==> src/fdiv_pkg.sv <==
package fdiv_pkg;

  // binary32 field layout
  localparam int EXP_W   = 8;
  localparam int FRAC_W  = 23;
  localparam int MANT_W  = FRAC_W + 1;          // fraction plus explicit leading bit
  localparam int BIAS    = 127;
  localparam int EXP_MAX = 255;                 // all-ones biased exponent

  // integer bit, 23 fraction bits, two spare bits for the normalize shift
  localparam int QUO_W = 26;

  typedef logic [31:0] float_t;
  typedef logic signed [9:0] exp_t;             // room for the tentative quotient exponent
  typedef logic [MANT_W-1:0] mant_t;
  typedef logic [QUO_W-1:0] quo_t;

  typedef enum logic [1:0] {
    SP_NONE,
    SP_NAN,
    SP_INF,
    SP_ZERO
  } fdiv_special_t;

  typedef struct packed {
    logic          sign;                        // xor of the operand signs
    exp_t          exp;                         // biased, before normalization
    mant_t         dividend;                    // top bit set unless operand is zero
    mant_t         divisor;
    fdiv_special_t special;
  } fdiv_op_t;

  typedef enum logic [1:0] {
    IDLE,
    DIVIDE,
    PACK,
    DONE
  } fdiv_state_t;

  localparam float_t QNAN    = 32'h7fc00000;
  localparam float_t POS_INF = 32'h7f800000;

endpackage

==> src/fdiv_unpack.sv <==
`timescale 1ns/1ns

module fdiv_unpack (
  input  logic               clk,
  input  logic               load,
  input  fdiv_pkg::float_t   rs1,
  input  fdiv_pkg::float_t   rs2,
  output fdiv_pkg::fdiv_op_t op
);

  localparam int EXP_W_L = fdiv_pkg::EXP_W;

  function automatic logic [EXP_W_L-1:0] exp_field(input fdiv_pkg::float_t f);
    return f[fdiv_pkg::FRAC_W +: fdiv_pkg::EXP_W];
  endfunction

  // subnormals get a zero hidden bit
  function automatic fdiv_pkg::mant_t mant_of(input fdiv_pkg::float_t f);
    return {exp_field(f) != '0, f[fdiv_pkg::FRAC_W-1:0]};
  endfunction

  // subnormals behave as exponent 1
  function automatic fdiv_pkg::exp_t exp_of(input fdiv_pkg::float_t f);
    logic [EXP_W_L-1:0] e;
    e = exp_field(f);
    if (e == '0)
      e = 1;
    return fdiv_pkg::exp_t'(e);
  endfunction

  function automatic logic [4:0] lead_zeros(input fdiv_pkg::mant_t m);
    logic [4:0] n;
    n = 5'd24;
    for (int i = 0; i < fdiv_pkg::MANT_W; i++) begin
      if (m[i])
        n = 5'(fdiv_pkg::MANT_W - 1 - i);     // highest set bit wins
    end
    return n;
  endfunction

  fdiv_pkg::mant_t         m1, m2;
  logic [4:0]              lz1, lz2;
  fdiv_pkg::exp_t          x1, x2;
  logic                    zero1, zero2, inf1, inf2, nan1, nan2;
  fdiv_pkg::fdiv_special_t special;

  assign m1  = mant_of(rs1);
  assign m2  = mant_of(rs2);
  assign lz1 = lead_zeros(m1);
  assign lz2 = lead_zeros(m2);
  assign x1  = exp_of(rs1) - fdiv_pkg::exp_t'(lz1);  // exponent after prenormalize
  assign x2  = exp_of(rs2) - fdiv_pkg::exp_t'(lz2);

  assign zero1 = exp_field(rs1) == '0 && rs1[fdiv_pkg::FRAC_W-1:0] == '0;
  assign zero2 = exp_field(rs2) == '0 && rs2[fdiv_pkg::FRAC_W-1:0] == '0;
  assign inf1  = exp_field(rs1) == EXP_W_L'(fdiv_pkg::EXP_MAX) && rs1[fdiv_pkg::FRAC_W-1:0] == '0;
  assign inf2  = exp_field(rs2) == EXP_W_L'(fdiv_pkg::EXP_MAX) && rs2[fdiv_pkg::FRAC_W-1:0] == '0;
  assign nan1  = exp_field(rs1) == EXP_W_L'(fdiv_pkg::EXP_MAX) && !inf1;
  assign nan2  = exp_field(rs2) == EXP_W_L'(fdiv_pkg::EXP_MAX) && !inf2;

  always_comb begin
    if (nan1 || nan2 || (inf1 && inf2) || (zero1 && zero2))
      special = fdiv_pkg::SP_NAN;
    else if (inf1 || zero2)
      special = fdiv_pkg::SP_INF;
    else if (zero1 || inf2)
      special = fdiv_pkg::SP_ZERO;
    else
      special = fdiv_pkg::SP_NONE;
  end

  always_ff @(posedge clk) begin
    if (load) begin
      op.sign     <= rs1[31] ^ rs2[31];
      op.exp      <= x1 - x2 + fdiv_pkg::exp_t'(fdiv_pkg::BIAS);
      op.dividend <= m1 << lz1;
      op.divisor  <= m2 << lz2;
      op.special  <= special;
    end
  end

endmodule

==> src/fdiv_mant_div.sv <==
`timescale 1ns/1ns

module fdiv_mant_div #(
  parameter int BITS_PER_CYCLE = 1
) (
  input  logic               clk,
  input  logic               load,
  input  logic               step,
  input  fdiv_pkg::fdiv_op_t op,
  output fdiv_pkg::quo_t     quo
);

  localparam int QW    = fdiv_pkg::QUO_W;
  localparam int REM_W = fdiv_pkg::MANT_W + 1;  // remainder is doubled after each bit

  typedef logic [REM_W-1:0] rem_t;

  rem_t           rem;
  rem_t           rem_nxt;
  fdiv_pkg::quo_t quo_nxt;
  logic           first;                        // next step starts from the dividend

  // BITS_PER_CYCLE restoring iterations per step
  always_comb begin
    rem_t           r;
    rem_t           d;
    fdiv_pkg::quo_t q;
    d = rem_t'(op.divisor);
    r = first ? rem_t'(op.dividend) : rem;
    q = quo;
    for (int i = 0; i < BITS_PER_CYCLE; i++) begin
      if (r >= d) begin
        r = r - d;
        q = {q[QW-2:0], 1'b1};
      end else begin
        q = {q[QW-2:0], 1'b0};
      end
      r = r << 1;
    end
    rem_nxt = r;
    quo_nxt = q;
  end

  // op is only registered on the load edge, so the remainder picks up the
  // dividend in the first DIVIDE cycle
  always_ff @(posedge clk) begin
    if (load) begin
      quo   <= '0;
      first <= 1'b1;
    end else if (step) begin
      rem   <= rem_nxt;
      quo   <= quo_nxt;
      first <= 1'b0;
    end
  end

  // unpack flags every zero divisor as a special case
  assert property (@(posedge clk)
    step && op.special == fdiv_pkg::SP_NONE |-> op.divisor != '0)
    else $error("zero divisor reached the divider without a special class");

endmodule

==> src/fdiv_norm_pack.sv <==
`timescale 1ns/1ns

module fdiv_norm_pack (
  input  logic               clk,
  input  logic               rst_n,
  input  logic               pack,
  input  fdiv_pkg::fdiv_op_t op,
  input  fdiv_pkg::quo_t     quo,
  output fdiv_pkg::float_t   rd
);

  localparam int QW = fdiv_pkg::QUO_W;

  fdiv_pkg::quo_t   quo_n;
  fdiv_pkg::exp_t   exp_n;
  fdiv_pkg::mant_t  mant_n;
  fdiv_pkg::mant_t  mant_sub;
  logic [9:0]       sub_shift;
  fdiv_pkg::float_t result;

  // quotient of two normalized mantissas is in [0.5, 2)
  assign quo_n  = quo[QW-1] ? quo : quo << 1;
  assign exp_n  = quo[QW-1] ? op.exp : op.exp - fdiv_pkg::exp_t'(1);
  assign mant_n = quo_n[QW-1 -: fdiv_pkg::MANT_W];  // low bits dropped, truncation

  // denormalize, large shifts leave zero
  assign sub_shift = 10'(fdiv_pkg::exp_t'(1) - exp_n);
  assign mant_sub  = mant_n >> sub_shift;

  always_comb begin
    case (op.special)
      fdiv_pkg::SP_NAN:  result = fdiv_pkg::QNAN;
      fdiv_pkg::SP_INF:  result = {op.sign, fdiv_pkg::POS_INF[30:0]};
      fdiv_pkg::SP_ZERO: result = {op.sign, 31'b0};
      default: begin
        if (exp_n >= fdiv_pkg::exp_t'(fdiv_pkg::EXP_MAX))
          result = {op.sign, fdiv_pkg::POS_INF[30:0]};  // overflow
        else if (exp_n <= 0)
          result = {op.sign, fdiv_pkg::EXP_W'(0), mant_sub[fdiv_pkg::FRAC_W-1:0]};
        else
          result = {op.sign, exp_n[fdiv_pkg::EXP_W-1:0], mant_n[fdiv_pkg::FRAC_W-1:0]};
      end
    endcase
  end

  always_ff @(posedge clk) begin
    if (!rst_n)
      rd <= '0;
    else if (pack)
      rd <= result;
  end

  // the divider must have left a one in the top two quotient bits
  assert property (@(posedge clk) disable iff (!rst_n)
    pack && op.special == fdiv_pkg::SP_NONE |-> quo[QW-1 -: 2] != 2'b00)
    else $error("quotient out of range at pack");

endmodule

==> src/fdiv_ctrl.sv <==
`timescale 1ns/1ns

module fdiv_ctrl #(
  parameter int BITS_PER_CYCLE = 1
) (
  input  logic clk,
  input  logic rst_n,
  input  logic req_valid,
  output logic req_ready,
  output logic resp_valid,
  input  logic resp_ready,
  output logic load,
  output logic step,
  output logic pack
);

  localparam int STEPS = fdiv_pkg::QUO_W / BITS_PER_CYCLE;
  localparam int CNT_W = $clog2(STEPS);

  fdiv_pkg::fdiv_state_t state;
  logic [CNT_W-1:0]      cnt;                   // divide steps done so far

  assign req_ready  = state == fdiv_pkg::IDLE;
  assign resp_valid = state == fdiv_pkg::DONE;
  assign load       = req_valid && req_ready;   // accept edge
  assign step       = state == fdiv_pkg::DIVIDE;
  assign pack       = state == fdiv_pkg::PACK;

  always_ff @(posedge clk) begin
    if (!rst_n) begin
      state <= fdiv_pkg::IDLE;
      cnt   <= '0;
    end else begin
      case (state)
        fdiv_pkg::IDLE: begin
          cnt <= '0;
          if (req_valid)
            state <= fdiv_pkg::DIVIDE;
        end
        fdiv_pkg::DIVIDE: begin
          cnt <= cnt + 1'b1;
          if (cnt == CNT_W'(STEPS - 1))
            state <= fdiv_pkg::PACK;
        end
        fdiv_pkg::PACK: begin
          state <= fdiv_pkg::DONE;
        end
        fdiv_pkg::DONE: begin
          if (resp_ready)
            state <= fdiv_pkg::IDLE;    // back-pressure holds us here
        end
        default: begin
          state <= fdiv_pkg::IDLE;
        end
      endcase
    end
  end

  initial begin
    assert (fdiv_pkg::QUO_W % BITS_PER_CYCLE == 0)
      else $error("BITS_PER_CYCLE must divide the quotient width");
  end

  // a response only follows a pack cycle and blocks new requests
  assert property (@(posedge clk) disable iff (!rst_n)
    $rose(resp_valid) |-> $past(pack) && state == fdiv_pkg::DONE && !req_ready)
    else $error("response raised outside DONE");

  assert property (@(posedge clk) disable iff (!rst_n) !(load && step))
    else $error("load and step overlap");

endmodule

==> src/fdiv_top.sv <==
`timescale 1ns/1ns

module fdiv_top #(
  parameter int BITS_PER_CYCLE = 1
) (
  input  logic             clk,
  input  logic             rst_n,
  input  logic             req_valid,
  output logic             req_ready,
  input  fdiv_pkg::float_t rs1,
  input  fdiv_pkg::float_t rs2,
  output logic             resp_valid,
  input  logic             resp_ready,
  output fdiv_pkg::float_t rd
);

  logic               load;
  logic               step;
  logic               pack;
  fdiv_pkg::fdiv_op_t op;
  fdiv_pkg::quo_t     quo;

  fdiv_ctrl #(
    .BITS_PER_CYCLE(BITS_PER_CYCLE)
  ) fdiv_ctrl_i (
    .clk        (clk),
    .rst_n      (rst_n),
    .req_valid  (req_valid),
    .req_ready  (req_ready),
    .resp_valid (resp_valid),
    .resp_ready (resp_ready),
    .load       (load),
    .step       (step),
    .pack       (pack)
  );

  fdiv_unpack fdiv_unpack_i (
    .clk  (clk),
    .load (load),
    .rs1  (rs1),
    .rs2  (rs2),
    .op   (op)
  );

  fdiv_mant_div #(
    .BITS_PER_CYCLE(BITS_PER_CYCLE)
  ) fdiv_mant_div_i (
    .clk  (clk),
    .load (load),
    .step (step),
    .op   (op),
    .quo  (quo)
  );

  fdiv_norm_pack fdiv_norm_pack_i (
    .clk   (clk),
    .rst_n (rst_n),
    .pack  (pack),
    .op    (op),
    .quo   (quo),
    .rd    (rd)
  );

  // a stalled response keeps the FSM in DONE and the result steady
  assert property (@(posedge clk) disable iff (!rst_n)
    resp_valid && !resp_ready |=> fdiv_ctrl_i.state == fdiv_pkg::DONE && $stable(rd))
    else $error("rd changed under back-pressure");

endmodule

==> config.mk <==
export PLATFORM = sky130hd
export DESIGN_NAME = fdiv_top
export DESIGN_NICKNAME = d
export VERILOG_FILES = /design/src/fdiv_pkg.sv /design/src/fdiv_unpack.sv /design/src/fdiv_mant_div.sv /design/src/fdiv_norm_pack.sv /design/src/fdiv_ctrl.sv /design/src/fdiv_top.sv
export SDC_FILE = /design/constraint.sdc
export NUM_CORES = 1
export LEC_CHECK = 0
export BUFFER_PORTS_ARGS = -buffer_cell sky130_fd_sc_hd__buf_2
export CAP_MARGIN = 0
export CORE_MARGIN = 1
export CORE_UTILIZATION = 55
export DETAILED_ROUTE_END_ITERATION = 16
export PLACE_DENSITY = 0.77
export RECOVER_POWER = 25
export SLEW_MARGIN = 20
export SYNTH_ARGS = -nofsm -noshare
export SYNTH_HDL_FRONTEND = slang
export SYNTH_SLANG_ARGS = --single-unit
export TNS_END_PERCENT = 10
==> constraint.sdc <==
create_clock -name clk -period 4.37 [get_ports clk]
set_input_delay 0.2185 -clock clk [delete_from_list [all_inputs] [get_ports clk]]
set_output_delay 0.2185 -clock clk [all_outputs]
set_load 0.02 [all_outputs]
==> impl_metrics.csv <==
group,metric,value,unit
worst_setup_path,crit_family,"compound AO/OA/AOI/OAI gates",
logic_synthesis,netlist_instances,1514,
routing,firstDrtPassIters,7,
status,failed_checks,"max-capacitance violations, max-slew violations",
routing,via_per_inst,6.096,
worst_setup_path,cp_max_fo,14,
place,dp_hpwl,25490,microns
worst_setup_path,critPathMaxStageDelay,0.53,ns
clock_tree,clk_latency,0.43,ns
final_layout,stdcell_count,1912,
sta,setup_viol,0,
logic_synthesis,ys_async_sr_fraction,0,
grt,grt_pass1_wl,53740,microns
worst_setup_path,critPathMostFrequentCell,"buf_4",
final_layout,finalInstanceArea,0.01418,sq mm
worst_setup_path,path_buf_inv,3,
sta,slew_violations,62,
place,pre_cts_ws,0.04140,ns
routing,drc,0,
logic_synthesis,synth_flop_cell,"edfxtp_1",
worst_setup_path,slowest_stage,"dfxtp_1",
floorplanning,die_h,155.1,microns
logic_synthesis,netlist_area,0.01288,sq mm
sta,final.setup.worst_slack,0.3825,ns
sta,slew-limit-headroom,-0.6608,
sta,fin_skew,0.01206,ns
logic_synthesis,synth_cell_type_count,87,
worst_setup_path,crit_type,"reg2reg",
sta,worstMarginPinSlew,2.491,ns
floorplanning,dieArea,0.02404,sq mm
sta,setup-tns-final,0,ns
grt,first_global_vias,10530,
logic_synthesis,syn_nets,1641,
sta,fin_crit,3.988,ns
power_and_ir_drop,p_leak,5.527,nW
grt,grt_max_degree,62,
final_layout,seqCellArea,0.003875,sq mm
logic_synthesis,ys_seq_elements,151,
clock_tree,cts.sinks,151,
place,portBuffers,101,
clock_tree,clockRootBuffer,"clkbuf_16",
clock_tree,cts_setup_buffers,0,
routing,drt_iter0_markers,1083,
status,status,"complete, but fails checks",
place,place_area,0.01365,sq mm
floorplanning,die_w,155.1,microns
flow_run,drv_cap,1,
clock_tree,clk_pin_slew,0.07,ns
sta,fin_worst_hold_slack,0.1101,ns
worst_setup_path,endpoint_kind,"flop",
place,gp_congestion,0.9878,
grt,antenna_found_initial,6,
logic_synthesis,synth.avg_cell_area,8.510,sq um
sta,min_period_over_period,0.9125,
routing,wirelength,33670,microns
sta,fmax,250.8,MHz
clock_tree,cts_resized,0,
clock_tree,cts_hold_buf,0,
grt,gr-usage-all-layers,0.2800,
final_layout,layout_common_cells,"199 x nor2_1, 158 x mux2i_1, 143 x a21oi_1",
floorplanning,fp-row-count,55,
power_and_ir_drop,power.density,541.7,mW/mm^2
worst_setup_path,crit_required,4.54,ns
sta,hold_viol,0,
worst_setup_path,critical_path.startpoint_type,"flop",
power_and_ir_drop,peakVddDrop,0.2858,mV
floorplanning,start_util,0.5656,
grt,grt-ovfl-total,0,
clock_tree,ctsHtreeMaxLevel,4,
sta,grt_setup_unrepaired,"false",
final_layout,n_fill_cell,2013,
routing,wl_per_cell,17.61,microns
final_layout,final_nets,1706,
routing,postRouteAntennaNets,0,
final_layout,multi_input_area,0.008319,sq mm
worst_hold_path,hold_path.class,"in2reg",
logic_synthesis,yosys_warnings,0,
floorplanning,ios,102,
logic_synthesis,ys_seq_area_frac,0.3007,
final_layout,syn_to_final_growth,10.09,%
place,placedCellCount,1873,
clock_tree,cts_tree,"done",
worst_setup_path,arrival,4.16,ns
floorplanning,core_area,0.02278,sq mm
logic_synthesis,synth_edf_count,85,
worst_setup_path,critical_path.cell_chain,"buf_4 > mux2i_1 > inv_1 > ha_1 > nor2b_1 > o21bai_1 > a21boi_0 > o211ai_1 > a31oi_1 > o21ai_1 > nand2_1 > buf_4 > mux2_2",
final_layout,drive_gt1_frac,0.1313,
final_layout,layout_commonest_cell,"nor2_1",
clock_tree,cts_buffers,17,
clock_tree,cts_max_path_buffers,2,
routing,vias,11660,
flip-flops by register name, indices dropped and copies added, names as in the netlist:
signal                 cells
fdiv_unpack_i.op          61
fdiv_ctrl_i.cnt            5
fdiv_mant_div_i.quo       26
fdiv_norm_pack_i.rd       32
fdiv_mant_div_i.first      1
fdiv_mant_div_i.rem       24
fdiv_ctrl_i.state          2
logic make-up after synthesis:
| kind of cell | Yosys count | synth area share |
|---|---|---|
| AND/OR/NAND/NOR | 467 | 0.1757 |
| AO/OA/AOI/OAI | 409 | 0.2034 |
| multiplexers | 205 | 0.1682 |
| buffers and inverters | 168 | 0.05419 |
| flip-flops | 151 | 0.3007 |
| adder cells (fa/ha/maj) | 59 | 0.05846 |
| XOR/XNOR | 55 | 0.03943 |
routing by layer:
metal	vias to the layer above	GRT usage	routed length (microns)
met4	0	0.09335	807
li1	5691	-	-
met3	50	0.04986	2614
met2	532	0.4232	14720
met5	-	0	0
met1	5383	0.4021	15520
path summary, 6_finish.rpt:
check | slack (ns) | depth (start not counted) | to | startpoint
max | 0.38 | 13 | fdiv_mant_div_i.rem[3] | fdiv_mant_div_i.first
min | 0.11 | 2 | fdiv_unpack_i.op[60] | rs1[31]
max reg2reg | 0.38 | 13 | fdiv_mant_div_i.rem[3] | fdiv_mant_div_i.first
min reg2reg | 0.47 | 2 | fdiv_norm_pack_i.rd[31] | fdiv_norm_pack_i.rd[31]
per-stage QoR:
step / util / power [W]
floorplan: - / 0.005342
global placement: 0.5992 / 0.006132
detailed placement: 0.5992 / 0.006225
CTS: 0.6238 / 0.007649
global route: 0.6226 / 0.008172
finish: 0.6227 / 0.007684
worst reg2reg max path, delay by kind of cell, from the launching register on:
kind / cells / cell delay (ns)
DFF: 1 / 0.53
adders and majority gates: 1 / 0.31
buffers and inverters: 3 / 0.69
AOI/OAI and AO/OA: 5 / 1.05
and+or+nand+nor: 2 / 0.44
muxes: 2 / 0.71
final cells by class:
type                            instances  share of cell area
Antenna cell                            7            0.001235
Clock inverter                         13            0.007586
Inverter                               81             0.02144
Tap cell                              313             0.02761
Sequential cell                       151              0.2732
Clock buffer                           19             0.03193
Timing Repair Buffer                  133             0.05046
Multi-Input combinational cell       1195              0.5865
cell usage after synthesis, types with 18 or more instances:
| master | count | area, sq um |
|---|---|---|
| ha_1 | 57 | 713.2 |
| inv_1 | 78 | 292.8 |
| xnor2_1 | 32 | 280.3 |
| a21o_1 | 20 | 150.1 |
| xor2_1 | 21 | 183.9 |
| edfxtp_1 | 85 | 2552 |
| nand3_1 | 20 | 100.1 |
| nor3_1 | 23 | 115.1 |
| dfxtp_1 | 66 | 1321 |
| a211oi_1 | 23 | 172.7 |
| nand2_1 | 85 | 319.1 |
| clkbuf_1 | 50 | 187.7 |
| a21oi_1 | 143 | 715.7 |
| mux2_2 | 42 | 473.0 |
| o21ai_0 | 65 | 325.3 |
| buf_2 | 18 | 90.09 |
| a31oi_1 | 18 | 112.6 |
| mux2i_1 | 158 | 1582 |
| and2_1 | 19 | 118.9 |
| nor2_1 | 201 | 754.5 |
| nand2b_1 | 20 | 125.1 |
power breakdown:
group          total (W)  switching, W  internal (W)
logic            0.00404       0.00235       0.00169
clock network    0.00142      0.000645      0.000775
registers        0.00223      0.000207       0.00202
total            0.00768       0.00320       0.00448
No activity file was read; power rests on OpenSTA's default activity.
